==> src/verilog/fe_bus_pkg.sv <==
package fe_bus_pkg;

	// ====================
	// bus widths
	// ====================

	// byte address of the instruction bus
	localparam int W_ADDR = 32;

	// bus data width
	// the frontend only handles a full 32-bit data path
	localparam int W_DATA = 32;

	// ====================
	// address phase size
	// ====================

	// mem_size is one bit wide
	// a word access is the normal case
	localparam logic SIZE_WORD = 1'b1;

	// halfword access, used only for the first fetch after a jump to
	// an odd halfword target
	localparam logic SIZE_HALF = 1'b0;

	// ====================
	// pipelining limits
	// ====================

	// most fetches in flight at once
	// one in the data phase plus one held in the address phase
	localparam int MAX_PENDING = 2;

	// width of the outstanding and drop counters
	localparam int W_PEND = $clog2(MAX_PENDING + 1);

endpackage

==> src/verilog/fe_instr_pkg.sv <==
package fe_instr_pkg;

	// ====================
	// halfword bundles
	// ====================

	// one 16-bit parcel, the unit that compressed instructions are built from
	typedef logic [fe_bus_pkg::W_DATA/2-1:0] hw_t;

	// one fetched bus word
	// the queue moves it as a whole word
	// assembly picks it apart as two halfwords, half[0] is the lower address
	typedef union packed {
		logic [fe_bus_pkg::W_DATA-1:0] word;
		hw_t [1:0]                     half;
	} fetch_word_u;

	// ====================
	// CIR level encoding
	// ====================

	// width of cir_vld, cir_use and the internal buffer level
	localparam int LEVEL_W = 2;

	// halfword counts
	// the buffer can hold three, decode sees at most two
	localparam logic [LEVEL_W-1:0] LVL_NONE  = 2'd0;
	localparam logic [LEVEL_W-1:0] LVL_ONE   = 2'd1;
	localparam logic [LEVEL_W-1:0] LVL_TWO   = 2'd2;
	// two in the CIR plus the spare halfword
	localparam logic [LEVEL_W-1:0] LVL_THREE = 2'd3;

endpackage

==> src/verilog/fetch_request.sv <==
module fetch_request #(
	parameter int                              FIFO_DEPTH   = 2,
	parameter logic [fe_bus_pkg::W_ADDR-1:0]   RESET_VECTOR = '0
) (
	input  logic                               clk,
	input  logic                               rst_n,
	// address phase
	output logic [fe_bus_pkg::W_ADDR-1:0]      mem_addr,
	output logic                               mem_size,
	output logic                               mem_addr_vld,
	input  logic                               mem_addr_rdy,
	// data phase, strobe only
	input  logic                               mem_data_vld,
	// jump request from the core
	input  logic [fe_bus_pkg::W_ADDR-1:0]      jump_target,
	input  logic                               jump_target_vld,
	output logic                               jump_target_rdy,
	// queue status
	input  logic                               q_full,
	input  logic                               q_almost_full,
	// to queue and assembly
	output logic                               flush,
	output logic                               data_keep,
	output logic                               unaligned_dph
);

	localparam int W_PEND = fe_bus_pkg::W_PEND;
	// a shallow queue cannot absorb more fetches than it has slots
	localparam int PEND_LIMIT = (FIFO_DEPTH < fe_bus_pkg::MAX_PENDING) ?
		FIFO_DEPTH : fe_bus_pkg::MAX_PENDING;

	logic                        addr_hold;
	logic [W_PEND-1:0]           pending;
	logic [W_PEND-1:0]           pending_next;
	logic [W_PEND-1:0]           drop_cnt;
	logic [fe_bus_pkg::W_ADDR-1:0] fetch_addr;
	logic                        fetch_stall;
	logic                        unaligned_now;
	logic                        unaligned_aph;

	// ====================
	// bus bookkeeping
	// ====================

	// a request counts once, in the cycle it is first presented
	assign pending_next = pending + W_PEND'(mem_addr_vld && !addr_hold)
		- W_PEND'(mem_data_vld);

	// jumps can only go out when nothing is being held on the bus
	assign jump_target_rdy = !addr_hold;
	assign flush = jump_target_vld && jump_target_rdy;

	// words still owed from before a jump are dropped here
	assign data_keep = mem_data_vld && (drop_cnt == '0);

	always_ff @(posedge clk or negedge rst_n) begin
		if (!rst_n) begin
			addr_hold <= 1'b0;
			pending <= '0;
			drop_cnt <= '0;
		end else begin
			addr_hold <= mem_addr_vld && !mem_addr_rdy;
			pending <= pending_next;
			if (flush) begin
				// everything in flight except the jump fetch itself
				drop_cnt <= pending_next - W_PEND'(1);
			end else if (drop_cnt != '0 && mem_data_vld) begin
				drop_cnt <= drop_cnt - W_PEND'(1);
			end
		end
	end

	// fetch address runs ahead of decode in whole words
	always_ff @(posedge clk or negedge rst_n) begin
		if (!rst_n) begin
			fetch_addr <= RESET_VECTOR;
		end else if (flush) begin
			// skip past the target word if it went out this cycle
			fetch_addr <= {jump_target[fe_bus_pkg::W_ADDR-1:2]
				+ (fe_bus_pkg::W_ADDR-2)'(mem_addr_rdy), 2'b00};
		end else if (mem_addr_vld && mem_addr_rdy) begin
			fetch_addr <= fetch_addr + fe_bus_pkg::W_ADDR'(4);
		end
	end

	// registered inputs only, keeps hready off the address path
	assign fetch_stall = q_full
		|| (q_almost_full && pending != '0)
		|| pending >= W_PEND'(PEND_LIMIT);

	// ====================
	// unaligned jumps
	// ====================

	// aph flags a held halfword request, dph flags the word that answers it
	assign unaligned_now = flush && jump_target[1];

	always_ff @(posedge clk or negedge rst_n) begin
		if (!rst_n) begin
			unaligned_aph <= 1'b0;
			unaligned_dph <= 1'b0;
		end else begin
			if (mem_addr_rdy)
				unaligned_aph <= 1'b0;
			if (data_keep)
				unaligned_dph <= 1'b0;
			// a new jump wins over the clears above
			// an aligned one also cancels an odd target still in flight
			if (flush) begin
				unaligned_aph <= unaligned_now && !mem_addr_rdy;
				unaligned_dph <= unaligned_now;
			end
		end
	end

	// ====================
	// address phase request
	// ====================

	always_comb begin
		mem_addr = fetch_addr;
		mem_size = fe_bus_pkg::SIZE_WORD;
		mem_addr_vld = 1'b1;
		if (addr_hold) begin
			// replay the held request unchanged
			mem_addr = {fetch_addr[fe_bus_pkg::W_ADDR-1:2], unaligned_aph, 1'b0};
			mem_size = unaligned_aph ? fe_bus_pkg::SIZE_HALF : fe_bus_pkg::SIZE_WORD;
		end else if (jump_target_vld) begin
			mem_addr = jump_target;
			mem_size = unaligned_now ? fe_bus_pkg::SIZE_HALF : fe_bus_pkg::SIZE_WORD;
		end else if (fetch_stall) begin
			mem_addr_vld = 1'b0;
		end
	end

	a_pending_max: assert property (@(posedge clk) disable iff (!rst_n)
		pending <= W_PEND'(fe_bus_pkg::MAX_PENDING));

	a_drop_le_pending: assert property (@(posedge clk) disable iff (!rst_n)
		drop_cnt <= pending);

endmodule

==> src/verilog/fetch_queue.sv <==
module fetch_queue #(
	parameter int FIFO_DEPTH = 2
) (
	input  logic                      clk,
	input  logic                      rst_n,
	input  logic                      push,
	input  fe_instr_pkg::fetch_word_u wdata,
	input  logic                      pop,
	input  logic                      flush,
	output fe_instr_pkg::fetch_word_u rdata,
	output logic                      empty,
	output logic                      full,
	output logic                      almost_full
);

	// extra pointer bit tells full from empty
	localparam int W_PTR = $clog2(FIFO_DEPTH) + 1;
	localparam int W_IDX = (FIFO_DEPTH > 1) ? $clog2(FIFO_DEPTH) : 1;
	localparam logic [W_PTR-1:0] IDX_MASK = W_PTR'(FIFO_DEPTH - 1);

	fe_instr_pkg::fetch_word_u mem [FIFO_DEPTH];

	logic [W_PTR-1:0] wptr;
	logic [W_PTR-1:0] rptr;
	logic [W_PTR-1:0] level;
	logic [W_IDX-1:0] wr_idx;
	logic [W_IDX-1:0] rd_idx;

	// ====================
	// status
	// ====================

	assign level = wptr - rptr;
	assign empty = (level == '0);
	assign full = (level == W_PTR'(FIFO_DEPTH));
	assign almost_full = (level == W_PTR'(FIFO_DEPTH - 1));

	assign wr_idx = W_IDX'(wptr & IDX_MASK);
	assign rd_idx = W_IDX'(rptr & IDX_MASK);

	// ====================
	// pointers and storage
	// ====================

	always_ff @(posedge clk or negedge rst_n) begin
		if (!rst_n) begin
			wptr <= '0;
			rptr <= '0;
		end else begin
			if (push)
				wptr <= wptr + W_PTR'(1);
			if (flush) begin
				// drop all buffered words, the one arriving now included
				rptr <= wptr + W_PTR'(push);
			end else if (pop) begin
				rptr <= rptr + W_PTR'(1);
			end
		end
	end

	always_ff @(posedge clk) begin
		if (push)
			mem[wr_idx] <= wdata;
	end

	// head word falls through, valid whenever not empty
	assign rdata = mem[rd_idx];

	a_no_overflow: assert property (@(posedge clk) disable iff (!rst_n)
		!(push && full));

	// popping an empty queue is only legal as a bypass of the word pushed now
	a_no_underflow: assert property (@(posedge clk) disable iff (!rst_n)
		(pop && empty) |-> push);

endmodule

==> src/verilog/instr_assembly.sv <==
module instr_assembly (
	input  logic                                 clk,
	input  logic                                 rst_n,
	// queue head
	input  fe_instr_pkg::fetch_word_u            q_rdata,
	input  logic                                 q_empty,
	output logic                                 q_pop,
	// live bus data and the controls that qualify it
	input  logic [fe_bus_pkg::W_DATA-1:0]        mem_data,
	input  logic                                 data_keep,
	input  logic                                 flush,
	input  logic                                 unaligned_dph,
	// decode side
	output logic [fe_bus_pkg::W_DATA-1:0]        cir,
	output logic [fe_instr_pkg::LEVEL_W-1:0]     cir_vld,
	input  logic [fe_instr_pkg::LEVEL_W-1:0]     cir_use
);

	localparam int LEVEL_W = fe_instr_pkg::LEVEL_W;

	// halfwords held in {hwbuf, cir}, 0 to 3
	logic [LEVEL_W-1:0]        level;
	logic [LEVEL_W-1:0]        level_used;
	logic [LEVEL_W-1:0]        level_next;
	fe_instr_pkg::hw_t         hwbuf;
	fe_instr_pkg::hw_t [2:0]   held;
	fe_instr_pkg::hw_t [2:0]   shifted;
	fe_instr_pkg::hw_t [2:0]   merged;
	fe_instr_pkg::fetch_word_u fetch_word;
	logic                      fetch_vld;
	logic                      take;

	// ====================
	// recycle
	// ====================

	// slot 0 is the oldest halfword
	assign held = {hwbuf, cir};

	// drop what decode consumed this cycle
	// slots above the remaining level are don't care
	always_comb begin
		case (cir_use)
			fe_instr_pkg::LVL_ONE: shifted = {hwbuf, hwbuf, held[1]};
			fe_instr_pkg::LVL_TWO: shifted = {hwbuf, hwbuf, hwbuf};
			default:               shifted = held;
		endcase
	end

	assign level_used = level - cir_use;

	// ====================
	// fresh data
	// ====================

	// queue has the older word, the bus only counts once it has drained
	assign fetch_word = q_empty ? fe_instr_pkg::fetch_word_u'(mem_data) : q_rdata;
	assign fetch_vld = !q_empty || data_keep;

	// a whole word fits when at most one halfword stays behind
	// first word after an odd jump only brings one halfword, level is 0 then
	assign take = !flush && fetch_vld && (unaligned_dph || !level_used[1]);
	assign q_pop = take;

	// overlay the fetched halfwords just above what is left
	always_comb begin
		merged = shifted;
		if (unaligned_dph) begin
			// target is the upper half of the word
			merged[0] = fetch_word.half[1];
		end else if (level_used == fe_instr_pkg::LVL_ONE) begin
			merged[2:1] = fetch_word.half;
		end else if (level_used == fe_instr_pkg::LVL_NONE) begin
			merged[1:0] = fetch_word.half;
		end
	end

	// flush empties the buffer
	// dropped words never get here since data_keep is low and the queue was flushed
	always_comb begin
		if (flush)
			level_next = fe_instr_pkg::LVL_NONE;
		else if (take && unaligned_dph)
			level_next = fe_instr_pkg::LVL_ONE;
		else if (take)
			level_next = level_used + fe_instr_pkg::LVL_TWO;
		else
			level_next = level_used;
	end

	// ====================
	// CIR registers
	// ====================

	always_ff @(posedge clk or negedge rst_n) begin
		if (!rst_n)
			level <= fe_instr_pkg::LVL_NONE;
		else
			level <= level_next;
	end

	always_ff @(posedge clk) begin
		{hwbuf, cir} <= merged;
	end

	// spare halfword stays hidden from decode
	assign cir_vld = (level == fe_instr_pkg::LVL_THREE) ? fe_instr_pkg::LVL_TWO : level;

	a_use_le_vld: assert property (@(posedge clk) disable iff (!rst_n)
		cir_use <= cir_vld);

	// the word answering an odd jump lands in an empty buffer
	a_odd_target_empty: assert property (@(posedge clk) disable iff (!rst_n)
		(take && unaligned_dph) |-> level_used == fe_instr_pkg::LVL_NONE);

endmodule

==> src/verilog/frontend_top.sv <==
module frontend_top #(
	// queue depth, power of two
	parameter int                            FIFO_DEPTH   = 2,
	// first fetch address after reset
	parameter logic [fe_bus_pkg::W_ADDR-1:0] RESET_VECTOR = '0
) (
	input  logic                             clk,
	input  logic                             rst_n,

	// instruction bus, address phase
	output logic [fe_bus_pkg::W_ADDR-1:0]    mem_addr,
	output logic                             mem_size,
	output logic                             mem_addr_vld,
	input  logic                             mem_addr_rdy,

	// instruction bus, data phase
	input  logic [fe_bus_pkg::W_DATA-1:0]    mem_data,
	input  logic                             mem_data_vld,

	// jump and flush
	input  logic [fe_bus_pkg::W_ADDR-1:0]    jump_target,
	input  logic                             jump_target_vld,
	output logic                             jump_target_rdy,

	// decode
	output logic [fe_bus_pkg::W_DATA-1:0]    cir,
	output logic [fe_instr_pkg::LEVEL_W-1:0] cir_vld,
	input  logic [fe_instr_pkg::LEVEL_W-1:0] cir_use
);

	// ====================
	// internal wiring
	// ====================

	logic                      flush;
	logic                      data_keep;
	logic                      unaligned_dph;
	logic                      q_full;
	logic                      q_almost_full;
	logic                      q_empty;
	logic                      q_pop;
	fe_instr_pkg::fetch_word_u q_rdata;

	// address generation and in-flight tracking
	fetch_request #(
		.FIFO_DEPTH   (FIFO_DEPTH),
		.RESET_VECTOR (RESET_VECTOR)
	) u_fetch_request (
		.clk             (clk),
		.rst_n           (rst_n),
		.mem_addr        (mem_addr),
		.mem_size        (mem_size),
		.mem_addr_vld    (mem_addr_vld),
		.mem_addr_rdy    (mem_addr_rdy),
		.mem_data_vld    (mem_data_vld),
		.jump_target     (jump_target),
		.jump_target_vld (jump_target_vld),
		.jump_target_rdy (jump_target_rdy),
		.q_full          (q_full),
		.q_almost_full   (q_almost_full),
		.flush           (flush),
		.data_keep       (data_keep),
		.unaligned_dph   (unaligned_dph)
	);

	// every kept bus word is pushed, assembly may bypass it straight away
	fetch_queue #(
		.FIFO_DEPTH (FIFO_DEPTH)
	) u_fetch_queue (
		.clk         (clk),
		.rst_n       (rst_n),
		.push        (data_keep),
		.wdata       (mem_data),
		.pop         (q_pop),
		.flush       (flush),
		.rdata       (q_rdata),
		.empty       (q_empty),
		.full        (q_full),
		.almost_full (q_almost_full)
	);

	instr_assembly u_instr_assembly (
		.clk           (clk),
		.rst_n         (rst_n),
		.q_rdata       (q_rdata),
		.q_empty       (q_empty),
		.q_pop         (q_pop),
		.mem_data      (mem_data),
		.data_keep     (data_keep),
		.flush         (flush),
		.unaligned_dph (unaligned_dph),
		.cir           (cir),
		.cir_vld       (cir_vld),
		.cir_use       (cir_use)
	);

endmodule

==> config.mk <==
export PLATFORM = sky130hd
export DESIGN_NAME = frontend_top
export DESIGN_NICKNAME = d
export VERILOG_FILES = /design/src/verilog/fe_bus_pkg.sv /design/src/verilog/fe_instr_pkg.sv /design/src/verilog/fetch_request.sv /design/src/verilog/fetch_queue.sv /design/src/verilog/instr_assembly.sv /design/src/verilog/frontend_top.sv
export SDC_FILE = /design/constraint.sdc
export NUM_CORES = 1
export LEC_CHECK = 0
export ABC_AREA = 1
export BUFFER_PORTS_ARGS = -buffer_cell sky130_fd_sc_hd__buf_2
export CORE_ASPECT_RATIO = 0.5
export CORE_MARGIN = 10
export CORE_UTILIZATION = 58
export DETAILED_ROUTE_END_ITERATION = 16
export GPL_TIMING_DRIVEN = 0
export PLACE_DENSITY = 0.78
export SYNTH_ARGS = -nofsm -noshare
export SYNTH_HDL_FRONTEND = slang
export SYNTH_SLANG_ARGS = --single-unit
==> constraint.sdc <==
create_clock -name clk -period 2.5 [get_ports clk]
set_input_delay 0.25 -clock clk [delete_from_list [all_inputs] [get_ports clk]]
set_output_delay 0.25 -clock clk [all_outputs]
set_load 0.05 [all_outputs]
==> out/results.txt <==
first-pass GRT wire length = 50600 um
Area growth syn-to-layout = 16.5%
TNS Setup = 0 ps
row count = 33
DRT iter0 DRCs = 1214
combinational share of power = 54.2%
Tot Pwr = 15.1 mW
crit path from = u_fetch_request.addr_hold$_DFF_PN0_
sw power = 7.82 mW
Detail Route Antenna Nets = 0
CTS max path bufs = 2
CTS tree = built
filler instances = 1462
diodes inserted = 0
Core ar. = 16300 um2
P_int = 7.32 mW
number of flops mapped to enable cells by yosys = 80
Worst Setup End Kind = primary output
Mapped Area = 9570 um2
Rel. slew slack = 30.8%
Synth area leaders = edfxtp_1 (25%), nand2_1 (21%), dfrtp_1 (11%), dfxtp_1 (6.7%), nand3_1 (5.2%)
Syn Inst Count = 1366
Synth Area per Inst = 7.01 um2
Hold Crit Class = in2async
Reg area = 4120 um2
via density per instance = 5.61
wire per inst = 18.2 um
total CTS buffers = 17
dpl ws = 198 ps
most frequent cell after synthesis = nand2_1
share of cells above drive strength 1 = 16.9%
routed wire length = 32100 um
Hold Violations, Final = 1
TritonRoute pass-1 iters = 5
area leader, netlist = edfxtp_1
Top FF cell, synth = edfxtp_1
ys async rst share = 27.7%
H-tree depth = 4
Final period util = 97.1%
I/O Buffers = 139
routability cong. = 0.988
post-cts hold buffer count = 0
startpoint types = flop
max-slew violations = 0
initial core utilization = 58.8%
fin area = 11100 um2
met1 wire length = 13200 um
die area = 22400 um2
GRT Resource Usage Total = 28.1%
GR Overflow Total = 0
HPWL Detailed = 24600 um
Clock transition at path regs = 70 ps
antenna violations before repair = 0
Post-layout nets = 1606
clk sinks = 155
CP Data Required Time = 2250 ps
post-synth top area share = 25.1%
Clock Power Share = 17.0%
WL met3 = 3780 um
Top Ports = 140
core occupancy in the finished layout = 68.5%
Placement Cell Area = 10600 um2
DR vias = 9892
Clock Latency Late Sink = 430 ps
placed insts = 1732
Seq/Total Area, Yosys = 43.0%
chip width = 202 um
FF+latch count, synth = 155
total of max-cap violations = 0
clk root buf = clkbuf_16
final setup margin = 72.6 ps
post-layout min period = 2430 ps
Worst Path Max Fanout = 10
fin cells = 1763
worst slew pin tran = 1040 ps
distinct cell type count of the synthesized netlist = 34
violations in the final reports = hold timing
Yosys warnings = 0
Post-Synthesis Net Count = 1448
switching share of power = 51.7%
origin of the critical flop-to-flop path = u_fetch_queue.wptr[0]$_DFFE_PN0N_
clock skew = 18.7 ps
Worst Setup Path Type = reg2out
vias in the first global route = 9530
setup slack, reg-to-reg = 210 ps
Sequential Power Share = 28.8%
Lkg Pwr = 5.05 nW
Pwr per Cell Area = 1360 nW/um2
Critical Path AT = 2180 ps
setup violators final = 0
worst hold slack = -1.37 ps
area of the multi-input gates = 4820 um2
die height = 111 um
status = complete, but fails checks
FMAX = 0.412 GHz
top layer in use = met4
Synth top cells by count = nand2_1 (534), nor2_1 (131), nand3_1 (99)
VDD IR max = 0.621 mV
Post-route DRC = 0
met2 routed wirelength = 14500 um
largest net degree at the start of global routing = 44
[final cells by class]
cell class / count / share of cell area [%]
inverters: 88 / 2.96
well taps: 227 / 2.55
clock inverters: 14 / 1.32
plain buffers: 62 / 2.85
flip-flops and latches: 155 / 36.9
repair buffers: 139 / 6.28
multi-input cells: 1061 / 43.3
clock buffers: 17 / 3.82
[routing by layer]
metal	GRT usage, %	up-vias
met5	0	-
li1	-	4786
met2	44.7	549
met4	8.46	0
met1	36.7	4501
met3	7.38	56
[timing repair]
item                       4_1_cts  5_1_grt
setup endpoints to repair        8       19
hold endpoints to repair         0        0
setup buffers                    0        0
pin swaps                        0        1
gates resized for setup          2       12
[worst max-delay path, cell delays in order, from the launching register on]
cell      delay, ps
dfrtp_1         440
nor2_4           90
inv_1            90
buf_2           260
buf_2           360
nand2_1          80
o21ai_1         140
clkbuf_4        280
[cells by family after synthesis]
| family | count (synthesis) | synth area share [%] |
|---|---|---|
| buf+inv | 150 | 6.67 |
| mux | 3 | 0.314 |
| compound gates | 215 | 12.1 |
| xor+xnor | 11 | 1.01 |
| flops | 155 | 43.0 |
| simple gates | 821 | 35.4 |
| fa+ha+maj | 11 | 1.44 |
[cells in the final DEF (no fill, tap or decap), types with 5 or more instances in the layout]
cell	n
or2_1	5
nand3b_1	5
inv_6	5
a21oi_1	92
clkbuf_16	17
buf_1	8
inv_2	6
buf_2	161
or2_2	23
dfxtp_1	32
nor2_2	7
xnor2_1	5
o211ai_1	27
dfrtp_1	43
nand2_1	534
inv_1	82
nor2_1	131
o21ai_1	19
clkbuf_1	17
ha_1	9
nand4_1	5
o21ai_0	69
nand3_1	99
buf_4	7
edfxtp_1	80
xor2_1	6
[state kept, by name, summed over array words and instances, names as in the netlist]
register	count
u_fetch_queue.mem	64
u_instr_assembly.cir	32
u_fetch_request.fetch_addr	30
u_instr_assembly.hwbuf	16
u_fetch_queue.rptr	2
u_fetch_queue.wptr	2
u_fetch_request.drop_cnt	2
u_fetch_request.pending	2
u_instr_assembly.level	2
u_fetch_request.addr_hold	1
u_fetch_request.unaligned_aph	1
u_fetch_request.unaligned_dph	1
[final timing paths]
| path | depth (start not counted) | endpoint |
|---|---|---|
| setup reg to reg | 14 | u_fetch_request.drop_cnt[1]$_DFFE_PN0P_ |
| min in group clk | 1 | u_fetch_queue.mem[0][13]$_DFFE_PP_ |
| max in group asynchronous | 1 | u_fetch_request.fetch_addr[24]$_DFFE_PN0P_ |
| hold / removal | 1 | u_fetch_request.fetch_addr[3]$_DFFE_PN0P_ |
| hold reg to reg | 2 | u_fetch_request.drop_cnt[1]$_DFFE_PN0P_ |
| setup / recovery | 7 | mem_addr[18] |
[power by group through the flow]
| stage | Combinational (mW) | Clock [mW] | Sequential (mW) |
|---|---|---|---|
| after global routing | 8.93 | 2.69 | 4.45 |
| after global placement | 7.78 | 0 | 4.33 |
| after floorplan | 4.93 | 0 | 5.08 |
| after detailed placement | 7.98 | 0 | 4.37 |
| final | 8.20 | 2.58 | 4.36 |
| after CTS | 8.05 | 2.57 | 4.32 |
No activity file was read; power rests on OpenSTA's default activity.
